**src/pinmux_pkg.sv**
```systemverilog
// ------------------------------------------------
// Shared widths, register word indices and reset values
// Request, reset and interrupt bundles
// Byte-enable helper functions
// ------------------------------------------------
`default_nettype none

package pinmux_pkg;

  // Bus geometry
  localparam int DATA_W    = 32;
  localparam int BE_W      = 4;
  localparam int IDX_W     = 5;

  // Pin and interrupt source counts
  localparam int GPIO_W    = 32;
  localparam int HW_INTR_W = 8;

  // Manufacturer 8268, one core, chip 3, revision 01
  localparam logic [DATA_W-1:0] CHIP_ID_VAL = 32'h8268_1301;

  // Reset value of every writable register
  localparam logic [DATA_W-1:0] REG_RST_VAL = '0;

  // Word index, address bits 6 to 2
  typedef enum logic [IDX_W-1:0] {
    IDX_CHIP_ID    = 5'd0,
    IDX_GLBL_CTRL  = 5'd1,
    IDX_INTR_MASK  = 5'd3,
    IDX_INTR_STAT  = 5'd4,
    IDX_GPIO_IN    = 5'd5,
    IDX_GPIO_OUT   = 5'd6,
    IDX_GPIO_DIR   = 5'd7,
    IDX_GPIO_ISTAT = 5'd9,
    IDX_GPIO_ISET  = 5'd10,
    IDX_GPIO_IMASK = 5'd11
  } reg_idx_e;

  // ------------------------------------------------
  // Bundles
  // ------------------------------------------------
  typedef struct packed {
    logic              wr;      // cs and write, whole access
    logic              commit;  // write in the ack cycle only
    logic [IDX_W-1:0]  idx;
    logic [DATA_W-1:0] wdata;
    logic [BE_W-1:0]   be;
  } reg_req_t;

  // Active low reset outputs
  typedef struct packed {
    logic [1:0] cpu_core_rst_n;
    logic       cpu_intf_rst_n;
    logic       qspim_rst_n;
    logic       sspim_rst_n;
    logic [1:0] uart_rst_n;
    logic       i2cm_rst_n;
    logic       usb_rst_n;
  } rst_ctrl_t;

  // Hardware sources, top bit first
  typedef struct packed {
    logic       gpio;
    logic [1:0] ext;
    logic       usb;
    logic       i2cm;
    logic [2:0] timer;
  } hw_intr_t;

  typedef struct packed {
    logic [15:0] irq_lines;
    logic        soft_irq;
    logic [2:0]  user_irq;
  } irq_out_t;

  // Expand byte enables to a bit mask
  function automatic logic [DATA_W-1:0] be_to_mask(input logic [BE_W-1:0] be);
    logic [DATA_W-1:0] m;
    for (int i = 0; i < BE_W; i++) begin
      m[8*i +: 8] = {8{be[i]}};
    end
    return m;
  endfunction

  // Merge enabled write bytes into the current value
  function automatic logic [DATA_W-1:0] be_merge(input logic [DATA_W-1:0] cur,
                                                 input logic [DATA_W-1:0] wdata,
                                                 input logic [BE_W-1:0]   be);
    logic [DATA_W-1:0] m;
    m = be_to_mask(be);
    return (wdata & m) | (cur & ~m);
  endfunction

endpackage

`default_nettype wire
```
**src/pinmux_regs_top.sv**
```systemverilog
// ------------------------------------------------
// Pinmux register block top
// Bus slave with global and GPIO banks
// ------------------------------------------------
`timescale 1ns/100ps
`default_nettype none

module pinmux_regs_top
  import pinmux_pkg::*;
(
  input  logic              mclk,
  input  logic              h_reset_n,
  // Register bus
  input  logic              reg_cs,
  input  logic              reg_wr,
  input  logic [7:0]        reg_addr,
  input  logic [DATA_W-1:0] reg_wdata,
  input  logic [BE_W-1:0]   reg_be,
  output logic [DATA_W-1:0] reg_rdata,
  output logic              reg_ack,
  // Hardware interrupt sources
  input  logic [1:0]        ext_intr_in,
  input  logic              usb_intr,
  input  logic              i2cm_intr,
  input  logic [2:0]        timer_intr,
  // GPIO pins
  input  logic [GPIO_W-1:0] gpio_in_data,
  input  logic [GPIO_W-1:0] gpio_int_event,
  // Control outputs
  output rst_ctrl_t         rst_ctrl,
  output irq_out_t          irq_out,
  output logic [GPIO_W-1:0] cfg_gpio_out_data,
  output logic [GPIO_W-1:0] cfg_gpio_dir_sel,
  output logic [GPIO_W-1:0] cfg_gpio_data_in,
  output logic [GPIO_W-1:0] gpio_prev_indata
);

  reg_req_t          reg_req;
  logic [DATA_W-1:0] glbl_rdata;
  logic [DATA_W-1:0] gpio_rdata;
  logic              gpio_intr;
  hw_intr_t          hw_intr;

  // Source order as in the status byte
  assign hw_intr.gpio  = gpio_intr;
  assign hw_intr.ext   = ext_intr_in;
  assign hw_intr.usb   = usb_intr;
  assign hw_intr.i2cm  = i2cm_intr;
  assign hw_intr.timer = timer_intr;

  reg_bus_slave u_slave (
    .mclk       (mclk),
    .h_reset_n  (h_reset_n),
    .reg_cs     (reg_cs),
    .reg_wr     (reg_wr),
    .reg_addr   (reg_addr),
    .reg_wdata  (reg_wdata),
    .reg_be     (reg_be),
    .glbl_rdata (glbl_rdata),
    .gpio_rdata (gpio_rdata),
    .reg_req    (reg_req),
    .reg_rdata  (reg_rdata),
    .reg_ack    (reg_ack)
  );

  glbl_regs u_glbl (
    .mclk      (mclk),
    .h_reset_n (h_reset_n),
    .reg_req   (reg_req),
    .hw_intr   (hw_intr),
    .rdata     (glbl_rdata),
    .rst_ctrl  (rst_ctrl),
    .irq_out   (irq_out)
  );

  gpio_regs u_gpio (
    .mclk              (mclk),
    .h_reset_n         (h_reset_n),
    .reg_req           (reg_req),
    .gpio_in_data      (gpio_in_data),
    .gpio_int_event    (gpio_int_event),
    .rdata             (gpio_rdata),
    .cfg_gpio_out_data (cfg_gpio_out_data),
    .cfg_gpio_dir_sel  (cfg_gpio_dir_sel),
    .cfg_gpio_data_in  (cfg_gpio_data_in),
    .gpio_prev_indata  (gpio_prev_indata),
    .gpio_intr         (gpio_intr)
  );

endmodule

`default_nettype wire

```
**src/gpio_regs.sv**
```systemverilog
// ------------------------------------------------
// GPIO register bank
// Input capture, output data and direction
// GPIO interrupt status, set alias and mask
// ------------------------------------------------
`timescale 1ns/100ps
`default_nettype none

module gpio_regs
  import pinmux_pkg::*;
(
  input  logic              mclk,
  input  logic              h_reset_n,
  input  reg_req_t          reg_req,
  input  logic [GPIO_W-1:0] gpio_in_data,
  input  logic [GPIO_W-1:0] gpio_int_event,
  output logic [DATA_W-1:0] rdata,
  output logic [GPIO_W-1:0] cfg_gpio_out_data,
  output logic [GPIO_W-1:0] cfg_gpio_dir_sel,
  output logic [GPIO_W-1:0] cfg_gpio_data_in,
  output logic [GPIO_W-1:0] gpio_prev_indata,
  output logic              gpio_intr
);

  reg_idx_e          idx;
  logic [GPIO_W-1:0] in_s;
  logic [GPIO_W-1:0] in_ss;
  logic [GPIO_W-1:0] in_q;
  logic [GPIO_W-1:0] int_mask;
  logic [GPIO_W-1:0] int_stat;
  logic [GPIO_W-1:0] stat_set;
  logic [GPIO_W-1:0] stat_clr;

  assign idx = reg_idx_e'(reg_req.idx);

  // Two sync stages then the GPIO_IN register
  always_ff @(posedge mclk or negedge h_reset_n) begin
    if (!h_reset_n) begin
      in_s  <= '0;
      in_ss <= '0;
      in_q  <= '0;
    end else begin
      in_s  <= gpio_in_data;
      in_ss <= in_s;
      in_q  <= in_ss;
    end
  end

  assign gpio_prev_indata = in_ss;
  assign cfg_gpio_data_in = in_q;

  // ------------------------------------------------
  // Configuration registers
  // ------------------------------------------------
  always_ff @(posedge mclk or negedge h_reset_n) begin
    if (!h_reset_n) begin
      cfg_gpio_out_data <= REG_RST_VAL;
      cfg_gpio_dir_sel  <= REG_RST_VAL;
      int_mask          <= REG_RST_VAL;
    end else if (reg_req.wr) begin
      if (idx == IDX_GPIO_OUT)
        cfg_gpio_out_data <= be_merge(cfg_gpio_out_data, reg_req.wdata, reg_req.be);
      if (idx == IDX_GPIO_DIR)
        cfg_gpio_dir_sel  <= be_merge(cfg_gpio_dir_sel, reg_req.wdata, reg_req.be);
      if (idx == IDX_GPIO_IMASK)
        int_mask          <= be_merge(int_mask, reg_req.wdata, reg_req.be);
    end
  end

  // Pin events plus set-alias ones
  assign stat_set = gpio_int_event
                  | ({GPIO_W{reg_req.commit && idx == IDX_GPIO_ISET}} & reg_req.wdata);
  // Write-one-to-clear gated per byte lane
  assign stat_clr = {GPIO_W{reg_req.commit && idx == IDX_GPIO_ISTAT}}
                  & be_to_mask(reg_req.be) & reg_req.wdata;

  intr_stat_reg #(.WD(GPIO_W)) u_gpio_stat (
    .mclk      (mclk),
    .h_reset_n (h_reset_n),
    .clr       (stat_clr),
    .set       (stat_set),
    .stat      (int_stat)
  );

  assign gpio_intr = |(int_stat & int_mask);

  // Set alias reads back the status
  always_comb begin
    case (idx)
      IDX_GPIO_IN:    rdata = in_q;
      IDX_GPIO_OUT:   rdata = cfg_gpio_out_data;
      IDX_GPIO_DIR:   rdata = cfg_gpio_dir_sel;
      IDX_GPIO_ISTAT: rdata = int_stat;
      IDX_GPIO_ISET:  rdata = int_stat;
      IDX_GPIO_IMASK: rdata = int_mask;
      default:        rdata = '0;
    endcase
  end

endmodule

`default_nettype wire

```
**src/glbl_regs.sv**
```systemverilog
// ------------------------------------------------
// Global register bank
// Chip ID, global control and reset outputs
// Global interrupt mask, status and masked IRQs
// ------------------------------------------------
`timescale 1ns/100ps
`default_nettype none

module glbl_regs
  import pinmux_pkg::*;
(
  input  logic              mclk,
  input  logic              h_reset_n,
  input  reg_req_t          reg_req,
  input  hw_intr_t          hw_intr,
  output logic [DATA_W-1:0] rdata,
  output rst_ctrl_t         rst_ctrl,
  output irq_out_t          irq_out
);

  reg_idx_e          idx;
  logic [DATA_W-1:0] glbl_ctrl;
  logic [DATA_W-1:0] intr_mask;
  logic [7:0]        stat_sw_lo;   // status byte 0
  logic [3:0]        stat_sw_hi;   // status bits 19:16
  logic [7:0]        stat_hw;      // status byte 1
  logic [HW_INTR_W-1:0] stat_hw_clr;
  logic [DATA_W-1:0] intr_stat;
  logic [DATA_W-1:0] irq_masked;

  assign idx = reg_idx_e'(reg_req.idx);

  // ------------------------------------------------
  // Plain registers, written on every wr cycle
  // ------------------------------------------------
  always_ff @(posedge mclk or negedge h_reset_n) begin
    if (!h_reset_n) begin
      glbl_ctrl  <= REG_RST_VAL;
      intr_mask  <= REG_RST_VAL;
      stat_sw_lo <= '0;
      stat_sw_hi <= '0;
    end else if (reg_req.wr) begin
      if (idx == IDX_GLBL_CTRL)
        glbl_ctrl <= be_merge(glbl_ctrl, reg_req.wdata, reg_req.be);
      if (idx == IDX_INTR_MASK)
        intr_mask <= be_merge(intr_mask, reg_req.wdata, reg_req.be);
      // Software status bytes
      if (idx == IDX_INTR_STAT && reg_req.be[0])
        stat_sw_lo <= reg_req.wdata[7:0];
      if (idx == IDX_INTR_STAT && reg_req.be[2])
        stat_sw_hi <= reg_req.wdata[19:16];
    end
  end

  // Hardware byte, ones clear once per access
  assign stat_hw_clr = {HW_INTR_W{reg_req.commit && idx == IDX_INTR_STAT && reg_req.be[1]}}
                       & reg_req.wdata[15:8];

  intr_stat_reg #(.WD(HW_INTR_W)) u_hw_stat (
    .mclk      (mclk),
    .h_reset_n (h_reset_n),
    .clr       (stat_hw_clr),
    .set       (hw_intr),
    .stat      (stat_hw)
  );

  // Bits 31:20 unimplemented
  assign intr_stat = {12'h000, stat_sw_hi, stat_hw, stat_sw_lo};

  // ------------------------------------------------
  // Outputs
  // ------------------------------------------------
  assign rst_ctrl.cpu_intf_rst_n = glbl_ctrl[0];
  assign rst_ctrl.qspim_rst_n    = glbl_ctrl[1];
  assign rst_ctrl.sspim_rst_n    = glbl_ctrl[2];
  assign rst_ctrl.uart_rst_n     = {glbl_ctrl[6], glbl_ctrl[3]};
  assign rst_ctrl.i2cm_rst_n     = glbl_ctrl[4];
  assign rst_ctrl.usb_rst_n      = glbl_ctrl[5];
  assign rst_ctrl.cpu_core_rst_n = glbl_ctrl[9:8];

  assign irq_masked        = intr_mask & intr_stat;
  assign irq_out.irq_lines = irq_masked[15:0];
  assign irq_out.soft_irq  = irq_masked[16];
  assign irq_out.user_irq  = irq_masked[19:17];

  // Read mux, zero outside this bank
  always_comb begin
    case (idx)
      IDX_CHIP_ID:   rdata = CHIP_ID_VAL;
      IDX_GLBL_CTRL: rdata = glbl_ctrl;
      IDX_INTR_MASK: rdata = intr_mask;
      IDX_INTR_STAT: rdata = intr_stat;
      default:       rdata = '0;
    endcase
  end

  a_soft_irq_masked: assert property (
    @(posedge mclk) disable iff (!h_reset_n) irq_out.soft_irq |-> intr_mask[16]
  );

endmodule

`default_nettype wire

```
**src/reg_bus_slave.sv**
```systemverilog
// ------------------------------------------------
// Register bus slave
// Single-cycle ack, write request bundle, read capture
// ------------------------------------------------
`timescale 1ns/100ps
`default_nettype none

module reg_bus_slave
  import pinmux_pkg::*;
(
  input  logic              mclk,
  input  logic              h_reset_n,
  // CPU register bus
  input  logic              reg_cs,
  input  logic              reg_wr,
  input  logic [7:0]        reg_addr,
  input  logic [DATA_W-1:0] reg_wdata,
  input  logic [BE_W-1:0]   reg_be,
  // Bank read words
  input  logic [DATA_W-1:0] glbl_rdata,
  input  logic [DATA_W-1:0] gpio_rdata,
  // To the banks
  output reg_req_t          reg_req,
  output logic [DATA_W-1:0] reg_rdata,
  output logic              reg_ack
);

  logic wr_req;

  assign wr_req = reg_cs & reg_wr;

  // Write request to both banks
  assign reg_req.wr     = wr_req;
  assign reg_req.commit = wr_req & reg_ack;
  assign reg_req.idx    = reg_addr[6:2];
  assign reg_req.wdata  = reg_wdata;
  assign reg_req.be     = reg_be;

  // ------------------------------------------------
  // Ack and read capture
  // ------------------------------------------------
  // First edge with cs high and ack low captures data
  // Ack drops on the following edge
  always_ff @(posedge mclk or negedge h_reset_n) begin
    if (!h_reset_n) begin
      reg_ack   <= 1'b0;
      reg_rdata <= '0;
    end else if (reg_cs && !reg_ack) begin
      reg_ack   <= 1'b1;
      // Banks return zero for indices they do not own
      reg_rdata <= glbl_rdata | gpio_rdata;
    end else begin
      reg_ack   <= 1'b0;
    end
  end

  // Ack is a single pulse, a held cs gets an idle cycle between accesses
  a_ack_single: assert property (
    @(posedge mclk) disable iff (!h_reset_n) reg_ack |=> !reg_ack
  );

endmodule

`default_nettype wire

```
**src/intr_stat_reg.sv**
```systemverilog
// ------------------------------------------------
// Interrupt status bits
// Hardware set wins over write-one-to-clear
// ------------------------------------------------
`timescale 1ns/100ps
`default_nettype none

module intr_stat_reg #(
  parameter int WD = 8
) (
  input  logic          mclk,
  input  logic          h_reset_n,
  input  logic [WD-1:0] clr,
  input  logic [WD-1:0] set,
  output logic [WD-1:0] stat
);

  // Updated every cycle
  // set > clr > hold, per bit
  always_ff @(posedge mclk or negedge h_reset_n) begin
    if (!h_reset_n) begin
      stat <= '0;
    end else begin
      stat <= set | (stat & ~clr);
    end
  end

endmodule

`default_nettype wire

```
**config.mk**
```make
export PLATFORM = sky130hd
export DESIGN_NAME = pinmux_regs_top
export DESIGN_NICKNAME = d
export VERILOG_FILES = /design/src/pinmux_pkg.sv /design/src/pinmux_regs_top.sv /design/src/gpio_regs.sv /design/src/glbl_regs.sv /design/src/reg_bus_slave.sv /design/src/intr_stat_reg.sv
export SDC_FILE = /design/constraint.sdc
export NUM_CORES = 1
export LEC_CHECK = 0
export ABC_AREA = 1
export BUFFER_PORTS_ARGS = -buffer_cell sky130_fd_sc_hd__buf_4
export CAP_MARGIN = 10
export CORE_MARGIN = 4
export CORE_UTILIZATION = 50
export CTS_CLUSTER_SIZE = 24
export DETAILED_ROUTE_END_ITERATION = 12
export PLACE_DENSITY = 0.75
export SLEW_MARGIN = 10
export SYNTH_ARGS = -nofsm -noshare
export SYNTH_HDL_FRONTEND = slang
export SYNTH_HIERARCHICAL = 1
export SYNTH_SLANG_ARGS = --single-unit
```
**constraint.sdc**
```tcl
create_clock -name mclk -period 1.4 [get_ports mclk]
set_clock_uncertainty 0.1 [all_clocks]
set_input_delay 0.07 -clock mclk [delete_from_list [all_inputs] [get_ports mclk]]
set_output_delay 0.07 -clock mclk [all_outputs]
set_load 0.05 [all_outputs]
```
==> results of run 1 <==
-- synth_stat cells --
library cell	n	area share
nand2_4	1	0.00070
nor2_4	4	0.0028
a21oi_1	1	0.00031
buf_1	8	0.0019
buf_4	63	0.029
inv_1	232	0.054
nor2_2	6	0.0023
nand3_2	9	0.0056
nand4_1	193	0.075
nand3_1	108	0.033
nor2_1	86	0.020
o21bai_1	32	0.015
o21ai_1	32	0.0099
o21ai_0	4	0.0012
o21ai_2	1	0.00054
clkbuf_1	40	0.0093
nor2_8	2	0.0025
nand3b_1	1	0.00046
buf_6	4	0.0028
nand2_2	6	0.0023
nor3_2	1	0.00062
dfrtp_1	341	0.53
buf_2	39	0.012
nand2_1	824	0.19
inv_2	5	0.0012
-- worst max-delay path by stage --
stage,end,slack [ns],cells past startpoint
final,u_gpio/u_gpio_stat/stat[28],-0.10,8
after global routing,u_gpio/u_gpio_stat/stat[28],-0.21,10
after CTS,u_gpio/u_gpio_stat/stat[25],-0.02,10
after detailed placement,register,-0.15,7
after global placement,u_slave/reg_rdata[6],-0.11,10
after floorplan,u_gpio/u_gpio_stat/stat[0],-0.07,9
-- area by class of cell --
| type | count | area [sq um] | share of cell area |
|---|---|---|---|
| Antenna cell | 4 | 10.0 | 0.000441 |
| Tap cell | 402 | 503 | 0.0221 |
| Clock inverter | 17 | 324 | 0.0143 |
| Multi-Input combinational cell | 1311 | 6220 | 0.274 |
| Clock buffer | 48 | 1030 | 0.0453 |
| Sequential cell | 341 | 8530 | 0.376 |
| Inverter | 237 | 891 | 0.0392 |
| Timing Repair Buffer | 583 | 5200 | 0.229 |
-- power by group through the flow --
| stage | Clock (W) | Sequential (W) | Combinational, W |
|---|---|---|---|
| final | 0.0109 | 0.0109 | 0.00459 |
| after global routing | 0.0114 | 0.0110 | 0.00490 |
| after CTS | 0.0110 | 0.0109 | 0.00443 |
| after detailed placement | 0 | 0.0111 | 0.00409 |
| after floorplan | 0 | 0.0121 | 0.00140 |
| after global placement | 0 | 0.0111 | 0.00402 |
-- worst max-delay path: cells and delay by family (launching register included) --
family	cells	cell delay, ns
buffers and inverters	4	0.46
AND/OR/NAND/NOR	3	0.36
flip-flops	1	0.36
AO/OA/AOI/OAI	1	0.16
-- per-layer routing --
layer / up-vias / global-route usage / share of wire
met2: 878 / 0.448 / 0.45
met1: 7395 / 0.407 / 0.41
met5: - / 0 / 0
met3: 119 / 0.0767 / 0.11
met4: 0 / 0.0923 / 0.029
li1: 7371 / - / -
-- cell families after synthesis --
kind of cell | share of synthesized area
simple gates | 0.336
flops | 0.527
buf+inv | 0.110
compound gates | 0.0268
-- what timing repair did --
action / CTS / global route
pin swaps: 3 / 19
resized for setup: 28 / 121
hold buffers: 126 / 8
endpoints found under the hold margin: 585 / 22
endpoints found under the setup margin: 46 / 110
gates cloned: 1 / 0
buffers inserted: 15 / 15
-- metrics by stage --
step,cells,area [sq um]
after floorplan,2043,16300
after global placement,2711,19300
after detailed placement,2711,19300
after CTS,2918,22200
after global routing,2942,22700
final,2943,22700
==> flow_metrics.tcl, run 1 <==
set metrics [dict create \
    tightest_slew_ns 0.653 \
    start_util 0.511 \
    hold_viol_final 0 \
    cts_tree "built" \
    status "finished with violations" \
    drt-initial-drc-count 1858 \
    power_density_nw_per_um2 1160 \
    setup_viol 37 \
    die_area_sq_um 35300 \
    grt_max_degree 76 \
    clk_latency_ns 0.52 \
    p_clk_frac 0.411 \
    grt_pass1_vias 15300 \
    wl_per_cell_um 18.2 \
    post-place-ws_ns -0.155 \
    rsz0062_at_grt "yes" \
    layout_commonest_cell "nand2_1" \
    hold_class "primary input to register" \
    hold_depth 5 \
    n_fill_cell 2311 \
    final_util 0.716 \
    power.share.sequential 0.415 \
    core_area_sq_um 31700 \
    startpoint_type "register" \
    cts_max_level 2 \
    cp_data_arrival_time_ns 1.85 \
    die_h_um 188 \
    relSlewSlack 0.563 \
    antenna_found_initial 3 \
    drc 0 \
    crit_type "register to register" \
    power_switching_w 0.00747 \
    io_pins 309 \
    synth_cell_type_count 25 \
    r2r_end "u_gpio/u_gpio_stat/stat[28]" \
    routed_wl_um 53600 \
    vdd_ir_drop_max_uv 974 \
    worstHoldStart "reg_be[1]" \
    post-route-period-util 1.07 \
    path_cells "inv_2 > nor2_4 > buf_6 > nand3_4 > buf_12 > o21bai_1 > inv_1 > nand2_1" \
    grt_usage 0.291 \
    cp.required_ns 1.75 \
    clk_path_buf_depth 3 \
    drive_above_1_share 0.251 \
    finalPower_w 0.0264 \
    cts_made_buffers 37 \
    syn_area_per_cell_sq_um 7.93 \
    critical_path.startpoint "u_slave/reg_ack" \
    syn_area_sq_um 16200 \
    drtPass1Iterations 5 \
    drv_cap 0 \
    syn_nets 2162 \
    vias 15800 \
    synthCells 2043 \
    drt-vias-per-instance 5.36 \
    final.min_clock_period_ns 1.50 \
    synth_seq_cells 341 \
    clkSlewWorstSetupHoldPaths_ns 0.06 \
    reg2reg_slack_ns -0.10 \
    switching_share 0.283 \
    synth.yosys.warnings 6 \
    area.growth.synth_to_final_pct 40.2 \
    violations "negative setup slack" \
    p_int_w 0.0189 \
    grt_pass1_wl_um 83000 \
    nets 2630 \
    combPwrFrac 0.174 \
    fp.dieW_um 188 \
    gp_congestion 0.953 \
    num_rows 65 \
    cp-end-kind "register" \
    fin_setup_tns_ns -1.46 \
    setup_slack_ns -0.103 \
    timing.hold.ws_ns 0.00924 \
    root_buffer "clkbuf_16" \
    postRouteAntennaNets 0 \
    portBuffers 305 \
    reg2reg_depth 8 \
    place.detailed.hpwl_um 36800 \
    cp_slowest_cell "dfrtp_2" \
    worstPathMaxFanout 16 \
    worstReg2RegStart "u_slave/reg_ack" \
    p_leak_nw 12.3 \
    final_cell_mix "nand2_1 (804), buf_4 (391), dfrtp_1 (340), inv_1 (213), nand4_1 (193)" \
    clock-sinks 341 \
    ys_seq_area_frac 0.527 \
    gr-total-overflow 0 \
    max_clock_freq_mhz 665 \
    final_max_slew_viol_count 0 \
    cp_slowest_stage_delay_ns 0.36 \
]
Note: power is estimated with default switching activity, not from simulation.
==> inputs of run 2 (changes only) <==
--- a/config.mk
+++ b/config.mk
@@ -9,12 +9,11 @@
 export BUFFER_PORTS_ARGS = -buffer_cell sky130_fd_sc_hd__buf_4
 export CAP_MARGIN = 10
 export CORE_MARGIN = 4
-export CORE_UTILIZATION = 50
+export CORE_UTILIZATION = 54
 export CTS_CLUSTER_SIZE = 24
 export DETAILED_ROUTE_END_ITERATION = 12
-export PLACE_DENSITY = 0.75
+export PLACE_DENSITY = 0.79
 export SLEW_MARGIN = 10
 export SYNTH_ARGS = -nofsm -noshare
 export SYNTH_HDL_FRONTEND = slang
-export SYNTH_HIERARCHICAL = 1
 export SYNTH_SLANG_ARGS = --single-unit
==> constraint.sdc (replaced) <==
create_clock -name mclk -period 1.5 [get_ports mclk]
set_clock_uncertainty 0.1 [all_clocks]
set_input_delay 0.075 -clock mclk [delete_from_list [all_inputs] [get_ports mclk]]
set_output_delay 0.075 -clock mclk [all_outputs]
set_load 0.05 [all_outputs]
==> flow_metrics.tcl, run 2 <==
set metrics [dict create \
    place.detailed.hpwl_um 29500 \
    cts_made_buffers 36 \
    cts_max_level 2 \
    grt_usage 0.316 \
    postRouteAntennaNets 0 \
    final_max_slew_viol_count 0 \
    cp.required_ns 1.80 \
    gp_congestion 0.888 \
    worstPathMaxFanout 16 \
    ys_top_cells_by_count "nand2_1 (562), dfrtp_1 (341), o21ai_0 (195)" \
    switching_share 0.291 \
    clock-sinks 341 \
    syn_nets 1693 \
    synthCells 1574 \
    synth_cell_type_count 22 \
    power.share.sequential 0.448 \
    vdd_ir_drop_max_uv 1020 \
    vias 13200 \
    hold_class "primary input to register" \
    layout_commonest_cell "nand2_1" \
    synth_most_common_cell "nand2_1" \
    synth_top_area_frac 0.613 \
    die_h_um 169 \
    synth_flop_cell "dfrtp_1" \
    syn_area_sq_um 13900 \
    nets 2154 \
    yosysTopAreaCell "dfrtp_1" \
    status "complete, no violations" \
    syn_area_per_cell_sq_um 8.85 \
    power_switching_w 0.00670 \
    grt_pass1_vias 13500 \
    die_area_sq_um 28400 \
    max_clock_freq_mhz 685 \
    seqCellArea_sq_um 8530 \
    setup_slack_ns 0.0392 \
    tightest_slew_ns 0.488 \
    n_fill_cell 1633 \
    wl_per_cell_um 19.0 \
    drtPass1Iterations 6 \
    power_density_nw_per_um2 1180 \
    ys_seq_area_frac 0.613 \
    clk_latency_ns 0.52 \
    combPwrFrac 0.177 \
    finalPower_w 0.0230 \
    drt-initial-drc-count 1302 \
    root_buffer "clkbuf_16" \
    setup_viol 0 \
    p_leak_nw 9.79 \
    startpoint_type "primary input" \
    grt_max_degree 63 \
    final_cell_mix "nand2_1 (559), buf_4 (353), dfrtp_1 (340), o21ai_0 (179), nor2_1 (132)" \
    drc 0 \
    synth-async-reset-ratio 1.00 \
    grt_pass1_wl_um 71400 \
    cp-end-kind "register" \
    synth.yosys.warnings 0 \
    portBuffers 305 \
    post-place-ws_ns -0.161 \
    synthTopCellsByArea "dfrtp_1 (61%), nand2_1 (15%), o21ai_0 (7.0%), nor2_1 (3.7%), nand3_1 (2.4%)" \
    start_util 0.551 \
    gr-total-overflow 0 \
    clkSlewWorstSetupHoldPaths_ns 0.06 \
    area.growth.synth_to_final_pct 40.2 \
    synth_edf_count 0 \
    drt-vias-per-instance 5.51 \
    routed_wl_um 45200 \
    antenna_found_initial 3 \
    fp.dieW_um 169 \
    rsz0062_at_grt "yes" \
    clk_path_buf_depth 3 \
    multi_input_area_sq_um 4840 \
    final.min_clock_period_ns 1.46 \
    drv_cap 0 \
    post-route-period-util 0.974 \
    hold_viol_final 0 \
    relSlewSlack 0.674 \
    crit_type "primary input to register" \
    drive_above_1_share 0.225 \
    core_area_sq_um 25300 \
    num_rows 58 \
    synth_seq_cells 341 \
    io_pins 309 \
    p_int_w 0.0163 \
    cts_tree "built" \
    cp_data_arrival_time_ns 1.76 \
    p_clk_frac 0.375 \
]
run 2: critical path: stages:
cell           delay [ns]
dlygate4sd3_1        0.56
buf_4                0.15
nand2_1              0.06
buf_4                0.19
nand2_1              0.06
o21ai_0              0.08
dlygate4sd3_1        0.57
run 2: cell type report:
type | count | area share
sequential | 341 | 0.437
clock buffer | 51 | 0.0542
tap | 330 | 0.0211
multi-input combinational | 1078 | 0.248
clock inverter | 8 | 0.00404
inverter | 87 | 0.0167
antenna | 1 | 0.000128
timing repair buffer | 491 | 0.219
run 2: routing by layer:
layer / share of wire / wire length, um / global-route usage
met1: 0.38 / 17200 / 0.398
met4: 0.038 / 1730 / 0.125
met3: 0.083 / 3770 / 0.0703
met5: 0.00051 / 23 / 0
met2: 0.50 / 22600 / 0.534
run 2: through the flow:
stage / util / setup TNS (ns) / cells / instance area (sq um) / hold slack, ns
3_3_place_gp: 0.682 / -0.440 / 2215 / 17200 / -0.107
3_5_place_dp: 0.682 / -5.09 / 2215 / 17200 / -0.107
2_1_floorplan: - / 0 / 1574 / 13900 / -0.321
5_1_grt: 0.773 / -0.0106 / 2387 / 19500 / 0.0419
6_report: 0.773 / 0 / 2387 / 19500 / 0.0248
4_1_cts: 0.772 / 0 / 2386 / 19500 / 0.0193
run 2: path summary, 6_finish.rpt:
path / from / to / slack, ns / cells past startpoint
worst max-delay path: reg_be[1] / register / 0.04 / 7
worst min-delay path: reg_wr / u_glbl.u_hw_stat.stat[4] / 0.02 / 6
worst max register to register: u_slave.reg_ack / u_slave.reg_rdata[11] / 0.05 / 5
worst min register to register: u_gpio.in_s[6] / u_gpio.gpio_prev_indata[6] / 0.25 / 0
max in group asynchronous: h_reset_n / u_gpio.cfg_gpio_data_in[28] / 0.13 / 4
min in group asynchronous: h_reset_n / u_gpio.in_s[18] / 0.46 / 3
run 2: logic make-up (layout without fill, tap and decap cells):
kind of cell	count (synthesis)	count (layout)	synth area share
DFF	341	341	0.613
other	0	1	0
buffers and inverters	155	637	0.0459
muxes	8	8	0.00575
AOI/OAI and AO/OA	217	217	0.0812
and+or+nand+nor	853	853	0.254
run 2: power groups by stage:
stage	clock network [W]	logic [W]	registers [W]
finish	0.00861	0.00407	0.0103
global route	0.00911	0.00432	0.0104
CTS	0.00864	0.00404	0.0103
detailed placement	0	0.00378	0.0104
global placement	0	0.00370	0.0104
floorplan	0	0.000991	0.0116
run 2: repair_timing:
action / CTS / global route
buffers inserted: 0 / 0
setup endpoints to repair: 4 / 39
endpoints found under the hold margin: 586 / 0
pin swaps: 0 / 1
hold buffers: 112 / 0
gates resized for setup: 2 / 24
